**src/common/xbit_cfg_pkg.sv**
```systemverilog
// Fixed cache geometry; changing a value here changes every struct and module built on it

package xbit_cfg_pkg;

  // Row addressing within one bank
  localparam int INDEX_W = 5;
  localparam int ROWS    = 32;

  // Entry layout inside a row
  localparam int ENTRY_W = 2;
  localparam int ENTRIES = 16;
  localparam int SLOT_W  = 4;

  // A fill writes half a row at once
  localparam int HALF_W  = 16;

  // Row data width before parity
  localparam int ROW_W   = 32;

  // Stored width, one parity bit above each data byte
  localparam int PROW_W  = 36;

endpackage

```
**src/common/xbit_types_pkg.sv**
```systemverilog
// Struct layouts follow the fixed geometry of the configuration package and pack en as the MSB

package xbit_types_pkg;

  import xbit_cfg_pkg::*;

  // One row seen as single entries or as the two fill halves
  typedef union packed {
    logic [ENTRIES-1:0][ENTRY_W-1:0]      entry;
    logic [ROW_W/HALF_W-1:0][HALF_W-1:0]  half;
  } xbit_row_u;

  typedef struct packed {
    logic               en;
    logic               odd;   // Bank select
    logic [INDEX_W-1:0] index;
    logic [SLOT_W-1:0]  slot;
  } xbit_lookup_req_t;

  typedef struct packed {
    logic               en;
    logic               odd;
    logic [INDEX_W-1:0] index;
    logic [SLOT_W-1:0]  slot;
    logic [ENTRY_W-1:0] value;
  } xbit_update_req_t;

  typedef struct packed {
    logic               en;
    logic               odd;
    logic [INDEX_W-1:0] index;
    logic               half;
    logic [HALF_W-1:0]  data;  // Entry 8h+k sits at bits 2k+1:2k
  } xbit_fill_req_t;

  typedef struct packed {
    logic               en;
    logic               odd;
    logic [INDEX_W-1:0] index;
    xbit_row_u          row;
  } xbit_wr_cmd_t;

  typedef struct packed {
    logic               valid;
    logic [ENTRY_W-1:0] value;
    logic               parity_err;
  } xbit_lookup_rsp_t;

endpackage

```
**src/xbit_bank/xbit_bank_ram.sv**
```systemverilog
// Contents have no reset and stay undefined until written, and the rmw read port is not checked
`timescale 1ns/1ps

module xbit_bank_ram (
  input  logic                         clk,
  input  logic                         side,
  input  logic [xbit_cfg_pkg::INDEX_W-1:0] rd0_index,
  input  logic [xbit_cfg_pkg::INDEX_W-1:0] rd1_index,
  input  logic [xbit_cfg_pkg::INDEX_W-1:0] rmw_index,
  output xbit_types_pkg::xbit_row_u    rd0_row,
  output xbit_types_pkg::xbit_row_u    rd1_row,
  output xbit_types_pkg::xbit_row_u    rmw_row,
  output logic                         rd0_perr,
  output logic                         rd1_perr,
  input  xbit_types_pkg::xbit_wr_cmd_t wr
);

  import xbit_cfg_pkg::*;
  import xbit_types_pkg::*;

  logic [PROW_W-1:0] mem [ROWS];

  // Each byte gets an even parity bit stored just above it
  function automatic logic [PROW_W-1:0] encode(input xbit_row_u row);
    logic [PROW_W-1:0] word;
    logic [ROW_W-1:0]  data;
    data = row;
    for (int b = 0; b < ROW_W / 8; b++) begin
      word[9*b +: 8] = data[8*b +: 8];
      word[9*b + 8]  = ^data[8*b +: 8];
    end
    return word;
  endfunction

  function automatic xbit_row_u strip(input logic [PROW_W-1:0] word);
    logic [ROW_W-1:0] data;
    for (int b = 0; b < ROW_W / 8; b++) begin
      data[8*b +: 8] = word[9*b +: 8];
    end
    return data;
  endfunction

  // A clean byte and its parity bit XOR to zero
  function automatic logic check(input logic [PROW_W-1:0] word);
    logic err;
    err = 1'b0;
    for (int b = 0; b < ROW_W / 8; b++) begin
      err = err | (^word[9*b +: 9]);
    end
    return err;
  endfunction

  assign rd0_row  = strip(mem[rd0_index]);
  assign rd1_row  = strip(mem[rd1_index]);
  assign rmw_row  = strip(mem[rmw_index]);
  assign rd0_perr = check(mem[rd0_index]);
  assign rd1_perr = check(mem[rd1_index]);

  always_ff @(posedge clk) begin
    if (wr.en && (wr.odd == side)) begin
      mem[wr.index] <= encode(wr.row);  // Only the bank named by odd takes the write
    end
  end

endmodule

```
**src/hdl/xbit_req_stage.sv**
```systemverilog
// Only the enables are reset, so address and data fields hold stale values after reset
`timescale 1ns/1ps

module xbit_req_stage (
  input  logic                             clk,
  input  logic                             rst,
  input  xbit_types_pkg::xbit_lookup_req_t lookup0,
  input  xbit_types_pkg::xbit_lookup_req_t lookup1,
  input  xbit_types_pkg::xbit_update_req_t update,
  input  xbit_types_pkg::xbit_fill_req_t   fill,
  output xbit_types_pkg::xbit_lookup_req_t lookup0_q,
  output xbit_types_pkg::xbit_lookup_req_t lookup1_q,
  output xbit_types_pkg::xbit_update_req_t update_q,
  output xbit_types_pkg::xbit_fill_req_t   fill_q
);

  // These registers address the arrays directly in the next cycle
  always_ff @(posedge clk) begin
    lookup0_q <= lookup0;
    lookup1_q <= lookup1;
    update_q  <= update;
    fill_q    <= fill;

    if (rst) begin
      lookup0_q.en <= 1'b0;
      lookup1_q.en <= 1'b0;
      update_q.en  <= 1'b0;
      fill_q.en    <= 1'b0;
    end
  end

endmodule

```
**src/hdl/xbit_merge_stage.sv**
```systemverilog
// Assumes update and fill are never enabled in the same cycle, a fill takes priority if they are
`timescale 1ns/1ps

module xbit_merge_stage (
  input  xbit_types_pkg::xbit_update_req_t update_q,
  input  xbit_types_pkg::xbit_fill_req_t   fill_q,
  input  xbit_types_pkg::xbit_row_u        even_row,
  input  xbit_types_pkg::xbit_row_u        odd_row,
  output logic [xbit_cfg_pkg::INDEX_W-1:0] rmw_index,
  output xbit_types_pkg::xbit_wr_cmd_t     wr
);

  import xbit_cfg_pkg::*;
  import xbit_types_pkg::*;

  logic               sel_odd;
  logic [INDEX_W-1:0] sel_index;
  xbit_row_u          cur_row;
  xbit_row_u          new_row;

  // The enabled request names the row to read back
  always_comb begin
    if (fill_q.en) begin
      sel_odd   = fill_q.odd;
      sel_index = fill_q.index;
    end else begin
      sel_odd   = update_q.odd;
      sel_index = update_q.index;
    end
  end

  assign rmw_index = sel_index;
  assign cur_row   = sel_odd ? odd_row : even_row;

  always_comb begin
    new_row = cur_row;
    if (fill_q.en) begin
      new_row.half[fill_q.half] = fill_q.data;  // Other half is kept
    end else begin
      new_row.entry[update_q.slot] = update_q.value;
    end
  end

  always_comb begin
    wr.en    = fill_q.en | update_q.en;
    wr.odd   = sel_odd;
    wr.index = sel_index;
    wr.row   = new_row;
  end

endmodule

```
**src/hdl/xbit_read_stage.sv**
```systemverilog
// Value is only meaningful while valid is high, the parity flag is forced low otherwise
`timescale 1ns/1ps

module xbit_read_stage (
  input  xbit_types_pkg::xbit_lookup_req_t lookup0_q,
  input  xbit_types_pkg::xbit_lookup_req_t lookup1_q,
  input  xbit_types_pkg::xbit_row_u        even0_row,
  input  xbit_types_pkg::xbit_row_u        odd0_row,
  input  xbit_types_pkg::xbit_row_u        even1_row,
  input  xbit_types_pkg::xbit_row_u        odd1_row,
  input  logic                             even0_perr,
  input  logic                             odd0_perr,
  input  logic                             even1_perr,
  input  logic                             odd1_perr,
  output xbit_types_pkg::xbit_lookup_rsp_t rsp0,
  output xbit_types_pkg::xbit_lookup_rsp_t rsp1
);

  import xbit_types_pkg::*;

  // Both banks are read every cycle and odd picks the one that counts
  function automatic xbit_lookup_rsp_t pick(input xbit_lookup_req_t req,
                                            input xbit_row_u        even_row,
                                            input xbit_row_u        odd_row,
                                            input logic             even_perr,
                                            input logic             odd_perr);
    xbit_lookup_rsp_t rsp;
    xbit_row_u        row;
    row            = req.odd ? odd_row : even_row;
    rsp.valid      = req.en;
    rsp.value      = row.entry[req.slot];
    rsp.parity_err = req.en & (req.odd ? odd_perr : even_perr);
    return rsp;
  endfunction

  assign rsp0 = pick(lookup0_q, even0_row, odd0_row, even0_perr, odd0_perr);
  assign rsp1 = pick(lookup1_q, even1_row, odd1_row, even1_perr, odd1_perr);

endmodule

```
**src/hdl/xbit_store_top.sv**
```systemverilog
// One-cycle lookup latency, writes land one edge after the request, update and fill are exclusive
`timescale 1ns/1ps

module xbit_store_top (
  input  logic                             clk,
  input  logic                             rst,
  input  xbit_types_pkg::xbit_lookup_req_t lookup0,
  input  xbit_types_pkg::xbit_lookup_req_t lookup1,
  input  xbit_types_pkg::xbit_update_req_t update,
  input  xbit_types_pkg::xbit_fill_req_t   fill,
  output xbit_types_pkg::xbit_lookup_rsp_t rsp0,
  output xbit_types_pkg::xbit_lookup_rsp_t rsp1
);

  import xbit_cfg_pkg::*;
  import xbit_types_pkg::*;

  xbit_lookup_req_t   lookup0_q;
  xbit_lookup_req_t   lookup1_q;
  xbit_update_req_t   update_q;
  xbit_fill_req_t     fill_q;
  logic [INDEX_W-1:0] rmw_index;
  xbit_wr_cmd_t       wr_cmd;

  xbit_row_u          even0_row;
  xbit_row_u          even1_row;
  xbit_row_u          even_rmw_row;
  xbit_row_u          odd0_row;
  xbit_row_u          odd1_row;
  xbit_row_u          odd_rmw_row;
  logic               even0_perr;
  logic               even1_perr;
  logic               odd0_perr;
  logic               odd1_perr;

  xbit_req_stage u_req_stage (
    .clk       (clk),
    .rst       (rst),
    .lookup0   (lookup0),
    .lookup1   (lookup1),
    .update    (update),
    .fill      (fill),
    .lookup0_q (lookup0_q),
    .lookup1_q (lookup1_q),
    .update_q  (update_q),
    .fill_q    (fill_q)
  );

  xbit_bank_ram u_bank_even (
    .clk       (clk),
    .side      (1'b0),
    .rd0_index (lookup0_q.index),
    .rd1_index (lookup1_q.index),
    .rmw_index (rmw_index),
    .rd0_row   (even0_row),
    .rd1_row   (even1_row),
    .rmw_row   (even_rmw_row),
    .rd0_perr  (even0_perr),
    .rd1_perr  (even1_perr),
    .wr        (wr_cmd)
  );

  xbit_bank_ram u_bank_odd (
    .clk       (clk),
    .side      (1'b1),
    .rd0_index (lookup0_q.index),
    .rd1_index (lookup1_q.index),
    .rmw_index (rmw_index),
    .rd0_row   (odd0_row),
    .rd1_row   (odd1_row),
    .rmw_row   (odd_rmw_row),
    .rd0_perr  (odd0_perr),
    .rd1_perr  (odd1_perr),
    .wr        (wr_cmd)
  );

  xbit_merge_stage u_merge_stage (
    .update_q  (update_q),
    .fill_q    (fill_q),
    .even_row  (even_rmw_row),
    .odd_row   (odd_rmw_row),
    .rmw_index (rmw_index),
    .wr        (wr_cmd)
  );

  xbit_read_stage u_read_stage (
    .lookup0_q  (lookup0_q),
    .lookup1_q  (lookup1_q),
    .even0_row  (even0_row),
    .odd0_row   (odd0_row),
    .even1_row  (even1_row),
    .odd1_row   (odd1_row),
    .even0_perr (even0_perr),
    .odd0_perr  (odd0_perr),
    .even1_perr (even1_perr),
    .odd1_perr  (odd1_perr),
    .rsp0       (rsp0),
    .rsp1       (rsp1)
  );

endmodule

```
**config.mk**
```make
export PLATFORM = sky130hd
export DESIGN_NAME = xbit_store_top
export DESIGN_NICKNAME = d
export VERILOG_FILES = /design/src/common/xbit_cfg_pkg.sv /design/src/common/xbit_types_pkg.sv /design/src/xbit_bank/xbit_bank_ram.sv /design/src/hdl/xbit_req_stage.sv /design/src/hdl/xbit_merge_stage.sv /design/src/hdl/xbit_read_stage.sv /design/src/hdl/xbit_store_top.sv
export SDC_FILE = /design/constraint.sdc
export NUM_CORES = 2
export LEC_CHECK = 0
export BUFFER_PORTS_ARGS = -buffer_cell sky130_fd_sc_hd__buf_2
export CAP_MARGIN = 40
export CORE_ASPECT_RATIO = 1.5
export CORE_MARGIN = 5
export CORE_UTILIZATION = 45
export CTS_BUF_LIST = sky130_fd_sc_hd__clkbuf_16
export DETAILED_ROUTE_END_ITERATION = 10
export PLACE_DENSITY = 0.63
export SETUP_SLACK_MARGIN = 0.02
export SYNTH_ARGS = -nofsm -noshare
export SYNTH_HDL_FRONTEND = slang
export SYNTH_HIERARCHICAL = 1
export SYNTH_SLANG_ARGS = --single-unit
```
**constraint.sdc**
```tcl
create_clock -name clk -period 7.4 [get_ports clk]
set_input_delay 1.48 -clock clk [delete_from_list [all_inputs] [get_ports clk]]
set_output_delay 1.48 -clock clk [all_outputs]
set_load 0.02 [all_outputs]
```
After elaboration in Yosys (flattened, before gate mapping) --
Memory sizes are Yosys's and may differ from the RTL's. A register that Yosys moved wholly into a read port is not among the register bits. Index checks and enable logic that the tools add are counted. W data, S select, Z words.
Word-level totals: bits in registers 49, bits in writable memories 2304, input bits 61, output and inout port bits 8, word-level logic and storage cells 86, memories 2
Cells by class: order comparisons 6, muxes and demuxes 22, bitwise logic cells 16, reductions and logical operators 24
Memories:
- u_bank_even.mem | depth 32, width 36, rd ports 3, clocked after Yosys merged registers in 2, write ports 1, RTL line xbit_bank_ram.sv:21 | logic [PROW_W-1:0] mem [ROWS];
- u_bank_odd.mem | depth 32, width 36, rd ports 3, clocked after Yosys merged registers in 2, write ports 1, RTL line xbit_bank_ram.sv:21
Operators with widths (count):
- $reduce_xor A9 Y1 | 16
- $mux W32 | 4
- $bwmux W32 | 2
- $reduce_xor A8 Y1 | 4
- $bmux W2 S4 | 2
- $demux W16 S1 | 1
- $mux W16 | 1
- $lt A4 B5 Y1 const B | 3
- $or A1 B1 Y1 | 13
- $demux W2 S4 | 1
- $mux W1 | 7
- $mux W2 | 3
- $mux W5 | 1
- $ge A4 B1 Y1 const B | 1
- $logic_and A1 B1 Y1 | 4
- $and A1 B1 Y1 | 2
- $lt A1 B2 Y1 const B | 1
- $ge A1 B1 Y1 const B | 1
- $not A1 Y1 | 1

Logic depth before layout (Yosys ltp) --
word-level depth 7, gate-level depth with buffers 17, gate-level depth less buffers 11

Cells and area by module --
Netlist, hierarchy kept.
Modules (own cells, without submodules):
- xbit_bank_ram | times used 2, cells each 3283, area an instance 62510.0 um2, sequential area each 34593.2 um2
- xbit_merge_stage | times used 1, cells each 261, area an instance 1760.4 um2, sequential area each 0.0 um2
- xbit_read_stage | times used 1, cells each 150, area an instance 1268.7 um2, sequential area each 0.0 um2
- xbit_req_stage | times used 1, cells each 63, area an instance 1206.2 um2, sequential area each 1181.1 um2
- xbit_store_top | times used 1, cells each 2, area an instance 7.5 um2, sequential area each 0.0 um2

Least setup slack after synthesis --
Ideal clock, no wire load.
kind reg-to-reg, from reg, netlist name u_req_stage/fill_q[23], to mem u_bank_even.mem[0][35] (data pin), setup time 387 ps, arrival 7368 ps, data required time 7013 ps, slack -355 ps, stages on the path, launching flop included 16, path buffers 5, period minus slack after synthesis 7755 ps, cell sequence dfxtp_1 buf_2 clkbuf_1 mux2_2 clkbuf_1 clkbuf_1 buf_1 mux4_2 mux4_2 mux2_2 mux2i_1 o31a_1 o31ai_1 xnor2_1 xnor2_1 xnor2_1
RTL lines (RTL line):
- to (decl) | xbit_bank_ram.sv:21

==> qor.txt <==
Post-route cell area - 144000 sq um
Detail Placement HPWL - 299 mm
Via/cell ratio - 7.41
FF-to-FF setup slack - 1.04 ns
Final period util - 99.8%
Max Cap Viol - 0
Starting DRT DRC Count - 10800
Buffers & Inverters on Critical Path - 5
Antenna Nets Post-Route - 0
Synth Area per Inst - 18.4 sq um
Overall Global Routing Usage - 31.5%
Most frequent CP cell - buf_4
Initial antenna violation count - 18
Synth top area cells - edfxtp_1 54%, mux4_2 27%, mux2i_1 5.6%, a221oi_1 1.8%, a22oi_1 0.98%
Largest net degree at the start of global routing - 94
Clock power share - 34.1%
VDD IR max - 203 uV
Total iterations of the first detailed-routing run - 6
Worst-path fanout max - 28
LEAKAGE - 46.4 nW
DR DRC count - 0
Worst R2R Path Depth - 14
Slew Limit Fails - 0
Hold Path Depth - 1
Inserted Clock Buffers - 235
Path length in cells of the critical path - 15
Fmax - 135 MHz
Number of flops mapped to enable cells by yosys - 2304
Total clock sinks - 2363
CP Launch Type - register
Power share of the sequential group - 46.9%
Initial Util - 45.1%
Final hold vios - 0
Dominant cell type by area after synthesis - edfxtp_1
Max-Slew Margin vs Limit - 29.1%
Setup violators final - 0
Post-synthesis async set-or-reset flop share - 0%
Routed wire per std cell - 42.7 microns
Int Power - 0.0251 W
CP Capture Type - output pin
Clk_lat worst skew - 0.94 ns
RSZ-0062 raised after global routing - no
Final net count - 7216
Worst-path clk slew - 0.07 ns
Final wirelength - 475 mm
CP top delay family - buffers and inverters
Sw frac - 28.0%
#FFs+latches synth - 2363
Crit path DAT - 5.91 ns
Worst Path Required - 5.92 ns
Fillers - 22900
Die Height - 666 microns
Mapped Area - 129000 sq um
Crit path max-delay cell type - dfxtp_4
Via count - 82400
Post-synth net total - 7103
Synth top area share - 53.5%
H-tree depth - 4
Share of layout cells above drive strength 1 - 35.7%
Power per cell area - 243 nW/um^2
Core Area - 287000 sq um
Cells after synthesis - 7042
First-pass GRT wire length - 656 mm
DP Area - 136000 sq um
WS Path Type - reg2out
Die width - 448 microns
Global placer's final weighted congestion - 0.968
Synth Warn # - 6
P_sw - 0.00976 W
Cell Rows - 241
Post-synthesis sequential area ratio - 54.4%
Final Skew - 0.0935 ns
Post-layout min period - 7.39 ns
Fin Hold WS - 0.636 ns
Synth Flop Type - edfxtp_1
Worst path cell trace - buf_4 > nor2_4 > buf_4 > buf_4 > a221oi_1 > a22oi_1 > o211ai_1 > o21a_1 > xor2_1 > xnor3_1 > nand4_1 > mux2i_1 > buf_4 > nor2b_1 > buf_2
Worst Hold Class - in2reg
Outcome - completed
Setup TNS - 0 ns
CTS max path bufs - 4
Netlist cell types - 62
Number of global-route vias before repair - 83200
Logic pwr share - 19.0%
Area of the die - 298000 sq um
Clock root cell - clkbuf_16
I/O pin cnt - 69
CTS tree - done
Total gr overflow - 0
Crit-path max cell delay - 0.75 ns
Port bufs - 68
Hold-fix buffers at CTS - 0
Syn-to-layout area delta - 11.0%
Worst slew pin tran - 1.06 ns
==> timing repair <==
| item | 4_1_cts | 5_1_grt |
|---|---|---|
| gates resized for setup | 2 | 1 |
| hold endpoints to repair | 0 | 0 |
| buffers inserted | 1 | 1 |
| setup endpoints to repair | 1 | 1 |
==> metrics by stage <==
stage	total power, W	worst slack, ns	instances	utilization, %
floorplan	0.0205	0.865	7042	-
CTS	0.0348	0.0424	11100	50.0
global route	0.0357	0.0358	11100	50.0
global placement	0.0229	0.401	10600	47.0
finish	0.0348	0.0138	11100	50.0
detailed placement	0.0231	0.960	10700	47.4
==> power by group through the flow <==
stage | registers [W] | clock network (W) | logic, W
after floorplan | 0.0166 | 0 | 0.00390
after global placement | 0.0166 | 0 | 0.00629
after detailed placement | 0.0166 | 0 | 0.00644
after CTS | 0.0163 | 0.0120 | 0.00647
after global routing | 0.0163 | 0.0125 | 0.00684
final | 0.0163 | 0.0119 | 0.00663
==> flip-flops by register name (all words and copies together), names as in the netlist <==
name / flops
u_req_stage/lookup0_q: 11
u_bank_odd/mem: 1152
u_req_stage/update_q: 13
u_bank_even/mem: 1152
u_req_stage/fill_q: 24
u_req_stage/lookup1_q: 11
==> kinds of logic (layout without fill, tap and decap cells) <==
family,after synthesis,after routing,share of synthesized area [%]
xor gates and xnor gates,142,142,1.44
AOI/OAI and AO/OA,942,942,5.59
other,2,15,0.00581
DFF,2363,2363,54.4
and+or+nand+nor,616,616,2.11
muxes,2340,2340,33.2
buffers and inverters,637,937,3.19
==> cells in the mapped netlist (24+ instances only) <==
cell / instances
edfxtp_1: 2304
o221ai_1: 32
mux2i_1: 718
a22oi_1: 168
a221oi_1: 260
nand2_1: 204
buf_1: 59
nor3_1: 50
o211ai_1: 60
mux2_2: 69
dfxtp_1: 59
o21ai_0: 108
a21oi_1: 24
nor2_1: 228
buf_6: 106
xnor3_1: 36
nor2b_1: 26
clkbuf_1: 262
o22ai_1: 64
xnor2_1: 78
a21o_1: 30
mux4_2: 1550
buf_4: 57
buf_2: 87
buf_8: 30
o21a_1: 64
o22a_1: 32
and2_1: 30
a32oi_1: 52
==> cell type report <==
cell class                 count  area [sq um]  area share [%]
timing repair buffer         499          5190            3.62
clock buffer                 237          5930            4.13
clock inverter               187          1490            1.04
inverter                      14          58.8          0.0410
sequential                  2363         70400            49.1
tap                         3766          4710            3.28
multi-input combinational   4042         55700            38.8
antenna                       13          32.5          0.0227
==> layout by cell type, fill, tap and decap left out, types with 20 or more instances in the layout <==
master / n
xnor2_1: 70
mux4_2: 1550
nor2_4: 68
mux2_2: 64
clkbuf_16: 237
xor2_1: 20
a221oi_1: 260
buf_4: 311
dfxtp_1: 45
clkinv_2: 52
o22ai_1: 64
and2_1: 30
buf_2: 69
o211ai_1: 60
a22oi_1: 168
buf_16: 23
edfxtp_1: 2304
inv_1: 39
o21ai_0: 108
a32oi_1: 52
o22a_1: 32
clkinv_1: 52
mux2i_1: 718
buf_12: 90
nor3_1: 41
o221ai_1: 32
nand2_1: 204
nor2_1: 162
xnor3_1: 36
a21oi_1: 24
o21a_1: 63
bufinv_16: 21
==> layer usage <==
| metal | GRT usage [%] | part of all wire (%) | vias to the layer above |
|---|---|---|---|
| li1 | - | - | 31100 |
| met3 | 6.91 | 11 | 1842 |
| met5 | 0 | 0.016 | - |
| met2 | 50.0 | 47 | 6091 |
| met4 | 25.0 | 10 | 14 |
| met1 | 37.1 | 32 | 43400 |
==> worst paths after layout <==
path | from | endpoint
worst max-delay path | u_req_stage/lookup0_q[6] | rsp0[0]
worst min-delay path | lookup0[1] | u_req_stage/lookup0_q[1]
worst max register to register | u_req_stage/fill_q[23] | u_bank_even/mem[16][26]
worst min register to register | u_req_stage/fill_q[16] | u_bank_odd/mem[4][4]
Power figures use the tool's default switching activity.
